File: src/rtl/rvIsaPkg.sv
// RV32 ISA definitions of opcodes, funct7 codes and the instruction format views
package rvIsaPkg;

    localparam int xlen = 32;

    typedef logic [4:0] regIdx_t;

    // Major opcodes of the supported base and M instructions
    localparam logic [6:0] opLui    = 7'b0110111;
    localparam logic [6:0] opAuipc  = 7'b0010111;
    localparam logic [6:0] opJal    = 7'b1101111;
    localparam logic [6:0] opJalr   = 7'b1100111;
    localparam logic [6:0] opBranch = 7'b1100011;
    localparam logic [6:0] opLoad   = 7'b0000011;
    localparam logic [6:0] opStore  = 7'b0100011;
    localparam logic [6:0] opImm    = 7'b0010011;
    localparam logic [6:0] opReg    = 7'b0110011;

    localparam logic [6:0] f7Base   = 7'b0000000;
    localparam logic [6:0] f7Alt    = 7'b0100000;
    localparam logic [6:0] f7MulDiv = 7'b0000001;

    typedef struct packed {
        logic [6:0] funct7;
        regIdx_t    rs2;
        regIdx_t    rs1;
        logic [2:0] funct3;
        regIdx_t    rd;
        logic [6:0] opcode;
    } rFormat_t;

    typedef struct packed {
        logic [11:0] imm11_0;
        regIdx_t     rs1;
        logic [2:0]  funct3;
        regIdx_t     rd;
        logic [6:0]  opcode;
    } iFormat_t;

    typedef struct packed {
        logic [6:0] imm11_5;
        regIdx_t    rs2;
        regIdx_t    rs1;
        logic [2:0] funct3;
        logic [4:0] imm4_0;
        logic [6:0] opcode;
    } sFormat_t;

    // Branch offset bits are scattered across the word
    typedef struct packed {
        logic       imm12;
        logic [5:0] imm10_5;
        regIdx_t    rs2;
        regIdx_t    rs1;
        logic [2:0] funct3;
        logic [3:0] imm4_1;
        logic       imm11;
        logic [6:0] opcode;
    } bFormat_t;

    typedef struct packed {
        logic [19:0] imm31_12;
        regIdx_t     rd;
        logic [6:0]  opcode;
    } uFormat_t;

    typedef struct packed {
        logic       imm20;
        logic [9:0] imm10_1;
        logic       imm11;
        logic [7:0] imm19_12;
        regIdx_t    rd;
        logic [6:0] opcode;
    } jFormat_t;

    // One instruction word seen through every format
    typedef union packed {
        rFormat_t r;
        iFormat_t i;
        sFormat_t s;
        bFormat_t b;
        uFormat_t u;
        jFormat_t j;
    } instr_t;

endpackage

File: src/rtl/decodePkg.sv
// Decode pipeline types for ALU operation codes, control bundle and stage payloads
package decodePkg;

    // Codes kept compatible with the execute stage ALU
    typedef enum logic [4:0] {
        aluAnd    = 5'd0,
        aluOr     = 5'd1,
        aluAdd    = 5'd2,
        aluXor    = 5'd3,
        aluSub    = 5'd4,
        aluSll    = 5'd6,
        aluSrl    = 5'd7,
        aluSra    = 5'd8,
        aluSlt    = 5'd9,
        aluSltu   = 5'd10,
        aluMul    = 5'd11,
        aluMulh   = 5'd12,
        aluMulhsu = 5'd13,
        aluMulhu  = 5'd14,
        aluDiv    = 5'd15,
        aluDivu   = 5'd16,
        aluRem    = 5'd17,
        aluRemu   = 5'd18
    } aluOp_t;

    typedef struct packed {
        logic       regWrite;
        logic       memRead;
        logic       memWrite;
        logic       memToReg;
        logic       aluSrc;
        logic       pcSrc;
        logic       illegal;
        logic [2:0] branchType;
        aluOp_t     aluOp;
    } ctrl_t;

    typedef struct packed {
        rvIsaPkg::instr_t             instr;
        logic [rvIsaPkg::xlen-1:0]    pc;
        logic [rvIsaPkg::xlen-1:0]    value1;
        logic [rvIsaPkg::xlen-1:0]    value2;
    } fetchBundle_t;

    typedef struct packed {
        ctrl_t                        ctrl;
        logic [rvIsaPkg::xlen-1:0]    imm;
        rvIsaPkg::regIdx_t            rd;
        rvIsaPkg::regIdx_t            rs1;
        rvIsaPkg::regIdx_t            rs2;
        logic [rvIsaPkg::xlen-1:0]    pc;
        logic [rvIsaPkg::xlen-1:0]    value1;
        logic [rvIsaPkg::xlen-1:0]    value2;
    } decodedBundle_t;

    localparam int fifoDepth = 2;

endpackage

File: src/rtl/controlDecoder.sv
// Control decoder mapping an RV32IM instruction word to the control bundle
`timescale 1ns/1ps

module controlDecoder (
    input  rvIsaPkg::instr_t instr,
    output decodePkg::ctrl_t ctrl
);

    logic bad;

    // Shared funct3 map of OP and OP-IMM
    function automatic decodePkg::aluOp_t baseOp(input logic [2:0] f3, input logic alt);
        decodePkg::aluOp_t op;
        case (f3)
            3'b000:  op = decodePkg::aluAdd;
            3'b001:  op = decodePkg::aluSll;
            3'b010:  op = decodePkg::aluSlt;
            3'b011:  op = decodePkg::aluSltu;
            3'b100:  op = decodePkg::aluXor;
            3'b101:  op = alt ? decodePkg::aluSra : decodePkg::aluSrl;
            3'b110:  op = decodePkg::aluOr;
            default: op = decodePkg::aluAnd;
        endcase
        return op;
    endfunction

    function automatic decodePkg::aluOp_t mulDivOp(input logic [2:0] f3);
        decodePkg::aluOp_t op;
        case (f3)
            3'b000:  op = decodePkg::aluMul;
            3'b001:  op = decodePkg::aluMulh;
            3'b010:  op = decodePkg::aluMulhsu;
            3'b011:  op = decodePkg::aluMulhu;
            3'b100:  op = decodePkg::aluDiv;
            3'b101:  op = decodePkg::aluDivu;
            3'b110:  op = decodePkg::aluRem;
            default: op = decodePkg::aluRemu;
        endcase
        return op;
    endfunction

    always_comb
    begin
        ctrl = '0;
        bad  = 1'b0;
        case (instr.r.opcode)
            rvIsaPkg::opLui, rvIsaPkg::opAuipc:
            begin
                ctrl.regWrite = 1'b1;
                ctrl.aluSrc   = 1'b1;
                ctrl.aluOp    = decodePkg::aluAdd;
            end
            // Jumps leave the link write to a later stage
            rvIsaPkg::opJal, rvIsaPkg::opJalr:
            begin
                ctrl.pcSrc    = 1'b1;
                ctrl.memToReg = 1'b1;
                ctrl.aluSrc   = 1'b1;
                ctrl.aluOp    = decodePkg::aluAdd;
            end
            rvIsaPkg::opBranch:
            begin
                ctrl.pcSrc      = 1'b1;
                ctrl.aluOp      = decodePkg::aluSub;
                ctrl.branchType = instr.b.funct3;
            end
            rvIsaPkg::opLoad:
            begin
                ctrl.memRead  = 1'b1;
                ctrl.memToReg = 1'b1;
                ctrl.regWrite = 1'b1;
                ctrl.aluSrc   = 1'b1;
                ctrl.aluOp    = decodePkg::aluAdd;
            end
            rvIsaPkg::opStore:
            begin
                ctrl.memWrite = 1'b1;
                ctrl.aluSrc   = 1'b1;
                ctrl.aluOp    = decodePkg::aluAdd;
            end
            rvIsaPkg::opImm:
            begin
                ctrl.regWrite = 1'b1;
                ctrl.aluSrc   = 1'b1;
                // Upper immediate bits pick srai over srli
                ctrl.aluOp    = baseOp(instr.r.funct3, instr.r.funct7 == rvIsaPkg::f7Alt);
            end
            rvIsaPkg::opReg:
            begin
                ctrl.regWrite = 1'b1;
                case (instr.r.funct7)
                    rvIsaPkg::f7Base:   ctrl.aluOp = baseOp(instr.r.funct3, 1'b0);
                    rvIsaPkg::f7MulDiv: ctrl.aluOp = mulDivOp(instr.r.funct3);
                    rvIsaPkg::f7Alt:
                    begin
                        if (instr.r.funct3 == 3'b000)
                            ctrl.aluOp = decodePkg::aluSub;
                        else if (instr.r.funct3 == 3'b101)
                            ctrl.aluOp = decodePkg::aluSra;
                        else
                            bad = 1'b1;
                    end
                    default: bad = 1'b1;
                endcase
            end
            default: bad = 1'b1;
        endcase

        // Unknown words carry only the illegal flag
        if (bad)
        begin
            ctrl         = '0;
            ctrl.illegal = 1'b1;
        end
    end

endmodule

File: src/rtl/immGen.sv
// Immediate generator building the sign-extended operand for each RV32 format
`timescale 1ns/1ps

module immGen (
    input  rvIsaPkg::instr_t                instr,
    output logic [rvIsaPkg::xlen-1:0]       imm
);

    always_comb
    begin
        case (instr.r.opcode)
            rvIsaPkg::opJalr, rvIsaPkg::opLoad, rvIsaPkg::opImm:
                imm = {{20{instr.i.imm11_0[11]}}, instr.i.imm11_0};
            rvIsaPkg::opStore:
                imm = {{20{instr.s.imm11_5[6]}}, instr.s.imm11_5, instr.s.imm4_0};
            // Branch offsets are halfword aligned
            rvIsaPkg::opBranch:
                imm = {{19{instr.b.imm12}}, instr.b.imm12, instr.b.imm11,
                       instr.b.imm10_5, instr.b.imm4_1, 1'b0};
            rvIsaPkg::opLui, rvIsaPkg::opAuipc:
                imm = {instr.u.imm31_12, 12'b0};
            rvIsaPkg::opJal:
                imm = {{11{instr.j.imm20}}, instr.j.imm20, instr.j.imm19_12,
                       instr.j.imm11, instr.j.imm10_1, 1'b0};
            // OP and unknown opcodes have no immediate
            default:
                imm = '0;
        endcase
    end

endmodule

File: src/rtl/decodeStage.sv
// Decode stage register with valid/ready handshake feeding the decoder and immediate logic
`timescale 1ns/1ps

module decodeStage (
    input  logic                      clk,
    input  logic                      rst,
    input  logic                      inValid,
    output logic                      inReady,
    input  decodePkg::fetchBundle_t   inData,
    output logic                      stageValid,
    input  logic                      stageReady,
    output decodePkg::decodedBundle_t stageData
);

    logic                      full;
    decodePkg::fetchBundle_t   held;
    decodePkg::ctrl_t          ctrl;
    logic [rvIsaPkg::xlen-1:0] imm;

    // Accept when empty or when the held bundle moves on this cycle
    assign inReady    = !full || stageReady;
    assign stageValid = full;

    always_ff @(posedge clk or posedge rst)
    begin
        if (rst)
            full <= 1'b0;
        else if (inReady)
            full <= inValid;
    end

    always_ff @(posedge clk)
    begin
        if (inValid && inReady)
            held <= inData;
    end

    controlDecoder u_ctrlDec (
        .instr (held.instr),
        .ctrl  (ctrl)
    );

    immGen u_immGen (
        .instr (held.instr),
        .imm   (imm)
    );

    always_comb
    begin
        stageData.ctrl   = ctrl;
        stageData.imm    = imm;
        stageData.rd     = held.instr.r.rd;
        stageData.rs1    = held.instr.r.rs1;
        stageData.rs2    = held.instr.r.rs2;
        stageData.pc     = held.pc;
        stageData.value1 = held.value1;
        stageData.value2 = held.value2;
    end

endmodule

File: src/rtl/decodeFifo.sv
// Small circular FIFO of decoded bundles with valid/ready on both sides
`timescale 1ns/1ps

module decodeFifo (
    input  logic                      clk,
    input  logic                      rst,
    input  logic                      wrValid,
    output logic                      wrReady,
    input  decodePkg::decodedBundle_t wrData,
    output logic                      rdValid,
    input  logic                      rdReady,
    output decodePkg::decodedBundle_t rdData
);

    localparam int ptrW = (decodePkg::fifoDepth > 1) ? $clog2(decodePkg::fifoDepth) : 1;
    localparam int cntW = $clog2(decodePkg::fifoDepth + 1);

    decodePkg::decodedBundle_t mem [decodePkg::fifoDepth];
    logic [ptrW-1:0]           wrPtr;
    logic [ptrW-1:0]           rdPtr;
    logic [cntW-1:0]           count;
    logic                      wrEn;
    logic                      rdEn;

    // No bypass, so an entry shows up only after its write edge
    assign wrReady = count < cntW'(decodePkg::fifoDepth);
    assign rdValid = count != '0;
    assign rdData  = mem[rdPtr];
    assign wrEn    = wrValid && wrReady;
    assign rdEn    = rdValid && rdReady;

    always_ff @(posedge clk)
    begin
        if (wrEn)
            mem[wrPtr] <= wrData;
    end

    always_ff @(posedge clk or posedge rst)
    begin
        if (rst)
        begin
            wrPtr <= '0;
            rdPtr <= '0;
            count <= '0;
        end
        else
        begin
            if (wrEn)
                wrPtr <= (wrPtr == ptrW'(decodePkg::fifoDepth - 1)) ? '0 : wrPtr + 1'b1;
            if (rdEn)
                rdPtr <= (rdPtr == ptrW'(decodePkg::fifoDepth - 1)) ? '0 : rdPtr + 1'b1;
            // Simultaneous read and write leaves the count unchanged
            case ({wrEn, rdEn})
                2'b10:   count <= count + 1'b1;
                2'b01:   count <= count - 1'b1;
                default: count <= count;
            endcase
        end
    end

endmodule

File: src/rtl/decodeTop.sv
// Decode top level joining the stage register and the output FIFO
`timescale 1ns/1ps

module decodeTop (
    input  logic                      clk,
    input  logic                      rst,
    input  logic                      inValid,
    output logic                      inReady,
    input  decodePkg::fetchBundle_t   inData,
    output logic                      outValid,
    input  logic                      outReady,
    output decodePkg::decodedBundle_t outData
);

    logic                      stageValid;
    logic                      stageReady;
    decodePkg::decodedBundle_t stageData;

    decodeStage u_stage (
        .clk        (clk),
        .rst        (rst),
        .inValid    (inValid),
        .inReady    (inReady),
        .inData     (inData),
        .stageValid (stageValid),
        .stageReady (stageReady),
        .stageData  (stageData)
    );

    decodeFifo u_fifo (
        .clk     (clk),
        .rst     (rst),
        .wrValid (stageValid),
        .wrReady (stageReady),
        .wrData  (stageData),
        .rdValid (outValid),
        .rdReady (outReady),
        .rdData  (outData)
    );

endmodule

File: config.mk
export PLATFORM = sky130hd
export DESIGN_NAME = decodeTop
export DESIGN_NICKNAME = d
export VERILOG_FILES = /design/src/rtl/rvIsaPkg.sv /design/src/rtl/decodePkg.sv /design/src/rtl/controlDecoder.sv /design/src/rtl/immGen.sv /design/src/rtl/decodeStage.sv /design/src/rtl/decodeFifo.sv /design/src/rtl/decodeTop.sv
export SDC_FILE = /design/constraint.sdc
export NUM_CORES = 1
export LEC_CHECK = 0
export ABC_AREA = 1
export BUFFER_PORTS_ARGS = -buffer_cell sky130_fd_sc_hd__buf_2
export CORE_MARGIN = 4
export CORE_UTILIZATION = 60
export CTS_CLUSTER_DIAMETER = 150
export DETAILED_ROUTE_END_ITERATION = 12
export PLACE_DENSITY = 0.82
export SYNTH_ARGS = -nofsm -noshare
export SYNTH_HDL_FRONTEND = slang
export SYNTH_SLANG_ARGS = --single-unit
File: constraint.sdc
create_clock -name clk -period 17.6 [get_ports clk]
set_clock_uncertainty 0.15 [all_clocks]
set_input_delay 4.4 -clock clk [delete_from_list [all_inputs] [get_ports clk]]
set_output_delay 4.4 -clock clk [all_outputs]
set_load 0.02 [all_outputs]
-- Word-level counts from Yosys, hierarchy flattened
Memory sizes are Yosys's and may differ from the RTL's.
Index checks and enable logic that the tools add are counted.
W data, S select, Z words.
- register bits after elaboration: 133
- bits in latches: 0
- bits in writable memories: 316
- bits in read-only memories: 0
- input port bits: 132
- word-level logic and storage cells: 77
- memories: 1
- memory list (name ; depth ; bits a word ; rd ports ; clocked after Yosys merged registers in ; wr ports ; RTL line ; source):
    u_fifo.mem ; 2 ; 158 ; 1 ; 0 ; 1 ; decodeFifo.sv:18 ; decodePkg::decodedBundle_t mem [decodePkg::fifoDepth];
- $add $sub $neg: 4
- $mul: 0
- div/mod/pow operators: 0
- order comparisons: 1
- eq/ne operators: 19
- shift operators: 0
- multiplexer cells: 26
- bitwise operators: 0
- reductions and logical operators: 18
- operators with widths (kind ; number):
    $pmux W32 S5 ; 1
    $pmux W4 S7 ; 2
    $pmux W5 S7 ; 1
    $eq A7 B6 Y1 const B ; 4
    $eq A7 B7 Y1 const B ; 3
    $pmux W5 S4 ; 1
    $mux W15 ; 1
    $pmux W5 S3 ; 1
    $eq A7 B5 Y1 const B ; 2
    $mux W1 ; 12
    $mux W4 ; 3
    $eq A3 B3 Y1 const B ; 3
    $reduce_or A3 Y1 ; 3
    $reduce_or A8 Y1 ; 1
    $eq A7 B1 Y1 const B ; 1
    $eq A7 B2 Y1 const B ; 1
    $logic_not A7 Y1 ; 1
    $reduce_or A7 Y1 ; 1
    $eq A3 B2 Y1 const B ; 2
    $reduce_or A6 Y1 ; 1
    $reduce_or A5 Y1 ; 1
    $pmux W1 S2 ; 2
    $pmux W2 S2 ; 1
    $reduce_bool A2 Y1 ; 2
    other kinds (13) ; 17

-- Longest topological paths before layout
- depth after elaboration: 6
- mapped depth: 10
- gate-level depth less buffers: 10

-- Modules after synthesis
From an unflattened synthesis, not the netlist that was laid out.
- cell total of the unflattened synthesis: 1413
- area, all modules: 18111.1 um2
- modules (own cells, without submodules) (module ; instances ; cells each ; area each (um2) ; seq. area each (um2)):
    decodeFifo ; 1 ; 853 ; 11913.9 ; 9589.2
    decodeStage ; 1 ; 246 ; 4725.8 ; 3868.7
    immGen ; 1 ; 163 ; 759.5 ; 0.0
    controlDecoder ; 1 ; 151 ; 711.9 ; 0.0

-- Worst setup path before layout
Ideal clock, no wire load.
- path kind: input to register
- from: input inValid
- to: register u_stage.held[100] (netlist name) (enable)
- data arrival time: 10605 ps
- required time: 16793 ps
- setup slack: 6188 ps
- stages: 2
- cell sequence: inv_1 -> a21oi_1
- word-level cells in the longest chain between the ends: 1
- RTL lines (item ; RTL line ; source):
    start, declared ; decodeTop.sv:7 ; input logic inValid,
    $logic_and A1 B1 Y1 ; decodeStage.sv:34 ; if (inValid && inReady)
    end signal, assigned ; decodeStage.sv:35 ; held <= inData;
    end, declared ; decodeStage.sv:16 ; decodePkg::fetchBundle_t held;
Every way passes these cells.
A chain may end at the register's enable or synchronous reset.

==> flow_summary_export.csv <==
group,metric,value,unit
status,outcome,"completed",
drt,firstDrtPassIters,5,
finish,final_cell_mix,"nand2_1 (559), edfxtp_1 (444), buf_2 (291), clkbuf_16 (46), inv_1 (36)",
sta,fmax,127,MHz
die,die_h,174,um
clock_network,cts_setup_buffers,0,
hold_path,min_from,"u_stage.stageData[93]$_DFFE_PP_",
worst_setup_path,startpoint,"u_fifo.rdPtr$_DFFE_PP0P_",
worst_setup_path,path_delay_family,"buffers and inverters",
worst_setup_path,r2r_slack,14.97,ns
synthesis,ys_async_sr_fraction,0.0111,
worst_setup_path,end_kind,"output pin",
drt,drt_iter0_markers,982,
finish,area_growth,19.7,%
worst_setup_path,r2r_start,"u_fifo.count[1]$_DFFE_PP0P_",
worst_setup_path,cp-start-kind,"register",
sta,fin_tns_setup,0,ns
die,dieWidth,174,um
die,core,27000,sq um
clock_network,htreeDepth,2,
die,die-area,30200,sq um
clock_network,cts_root_buf,"clkbuf_16",
finish,drive_gt1_frac,0.253,
synthesis,synth_area,16500,sq um
synthesis,synth_top_area_share,0.808,
die,core.rowCount,60,
global_routing,grt_max_degree,93,
sta,setup_viol,0,
drt,post-route-drc-count,0,
sta,final_hold_viol_count,0,
sta,fin_crit,7.86,ns
worst_setup_path,worstPathCellList,"inv_4 > buf_4 > nand2_1 > nand2_1 > buf_2",
synthesis,synth_nets,1336,
drt,wl_per_cell,18.4,um
synthesis,avgSynthCellArea,13.8,sq um
hold_path,worst_hold_path_type,"reg2reg",
clock_network,cts_inserted_buffers,44,
worst_setup_path,critPathMaxFanout,92,
synthesis,synth-edff-count,444,
global_routing,grt_pass1_wl,53.3,mm
sta,drv_slew,0,
synthesis,synth.yosys.seq_area_share,0.815,
sta,rsz0062_at_grt,"no",
drt,vias,10100,
drt,route.antenna.remaining_nets,0,
global_routing,grt_pass1_vias,10100,
sta,max_slew.worst_pin.slew,1.04,ns
worst_setup_path,cpMostUsedCell,"nand2_1",
run,maxCapViolCount,0,
drt,drt-total-wl,34.7,mm
global_routing,gr-total-overflow,0,
clock_network,clockBufferDepth,3,
sta,min_period_over_period,0.447,
global_routing,antenna_found_initial,8,
synthesis,yosys-top-cells-area,"edfxtp_1 (81%), nand2_1 (13%), nand3_1 (0.85%)",
worst_setup_path,crit_buf_inv,3,
synthesis,yosysWarningCount,0,
pwr,power_density,185,nW/um^2
clock_network,cts.sink_count,449,
pwr,p_leak,0.00820,uW
synthesis,synthCells,1199,
placement,gp_congestion,0.846,
sta,slew-limit-headroom,0.309,
synthesis,ys_seq_elements,449,
pwr,ir_drop,0.104,mV
placement,dp_cells,1803,
placement,io_buffers,291,
worst_setup_path,critical_path_required,13.05,ns
worst_setup_path,cp_data_arrival_time,3.31,ns
worst_setup_path,max_stage_delay,0.86,ns
synthesis,yosys_most_used_dff,"edfxtp_1",
finish,fin_nets,1645,
die,initial_core_util,0.611,
die,io_pins,292,
drt,viasPerCell,5.33,
worst_setup_path,criticalPathCategory,"reg2out",
placement,dpl.hpwl,22.3,mm
finish,fin_cells,1888,
clock_network,clock_latency,0.53,ns
clock_network,tritoncts,"done",
worst_setup_path,critPathSlowestCell,"buf_4",
finish,final_common_cell,"nand2_1",
clock_network,path_clk_slew,0.06,ns
synthesis,synthDistinctLibCells,30,
clock_network,hold_buffers,0,
clock_network,ctsResizeCount,0,
global_routing,grt_usage,0.224,
synthesis,yosysTopAreaCell,"edfxtp_1",
path summary, 6_finish.rpt:
| check | to | cells past startpoint |
|---|---|---|
| min in group asynchronous | u_stage.stageValid$_DFFE_PP0N_ | 2 |
| worst min register to register | u_fifo.mem[1][93]$_DFFE_PP_ | 0 |
| worst max register to register | u_fifo.mem[1][88]$_DFFE_PP_ | 5 |
| worst min-delay path | u_fifo.mem[1][93]$_DFFE_PP_ | 0 |
| max in group asynchronous | u_fifo.rdPtr$_DFFE_PP0P_ | 2 |
| worst max-delay path | outData[99] | 5 |
layer usage:
| layer | share of wire | wire length [um] | global-route usage | up-vias |
|---|---|---|---|---|
| met5 | 0.0024 | 83 | 0 | - |
| met4 | 0.033 | 1160 | 0.0858 | 10 |
| met3 | 0.075 | 2600 | 0.0543 | 89 |
| met2 | 0.50 | 17500 | 0.379 | 424 |
| met1 | 0.39 | 13400 | 0.282 | 4828 |
| li1 | - | - | - | 4715 |
Yosys cell counts (3+ instances only):
library cell and instances:
o21ai_0 12, dfrtp_1 5, inv_1 36, buf_2 11, xor2_1 3, nor2_1 37
clkbuf_1 26, nor2_2 3, a21oi_1 8, ha_1 5, edfxtp_1 444, nand3_1 28
nand2_1 559
cells by family after synthesis:
kind of cell               Yosys count  share of synthesized area
and+or+nand+nor                    639                      0.151
DFF                                449                      0.815
buffers and inverters               78                     0.0190
AOI/OAI and AO/OA                   24                    0.00857
adders and majority gates            5                    0.00379
xor gates and xnor gates             4                    0.00212
through the flow:
| stage | hold WS, ns | cell area (sq um) | setup slack [ns] | utilization | total power, uW |
|---|---|---|---|---|---|
| after floorplan | 0.271 | 16500 | 6.19 | - | 2410 |
| after global placement | 0.272 | 18300 | 10.26 | 0.678 | 2750 |
| after detailed placement | 0.279 | 18300 | 10.26 | 0.678 | 2790 |
| after CTS | 0.291 | 19700 | 9.66 | 0.730 | 3690 |
| after global routing | 0.298 | 19700 | 9.51 | 0.731 | 3840 |
| final | 0.291 | 19800 | 9.74 | 0.731 | 3650 |
layout make-up:
| cell class | instances | area (sq um) |
|---|---|---|
| Sequential cell | 449 | 13500 |
| Multi-Input combinational cell | 672 | 2760 |
| Inverter | 39 | 149 |
| Tap cell | 341 | 427 |
| Clock buffer | 51 | 1170 |
| Antenna cell | 4 | 10.0 |
| Clock inverter | 30 | 236 |
| Timing Repair Buffer | 302 | 1540 |
| Fill cell | 1716 | 7270 |
power by group:
group / internal [uW] / switching [uW] / total (uW) / leakage, uW
Sequential: 1540 / 112 / 1650 / 0.00416
Clock: 522 / 374 / 896 / 0.000692
Combinational: 283 / 821 / 1100 / 0.00335
Total: 2350 / 1310 / 3650 / 0.00820
state kept, by name (all words and copies together), names as in the netlist:
name                flops
u_stage.held           17
u_fifo.rdPtr            1
u_fifo.count            2
u_fifo.wrPtr            1
u_fifo.mem            316
u_stage.stageValid      1
u_stage.stageData     111
Power figures use the tool's default switching activity.
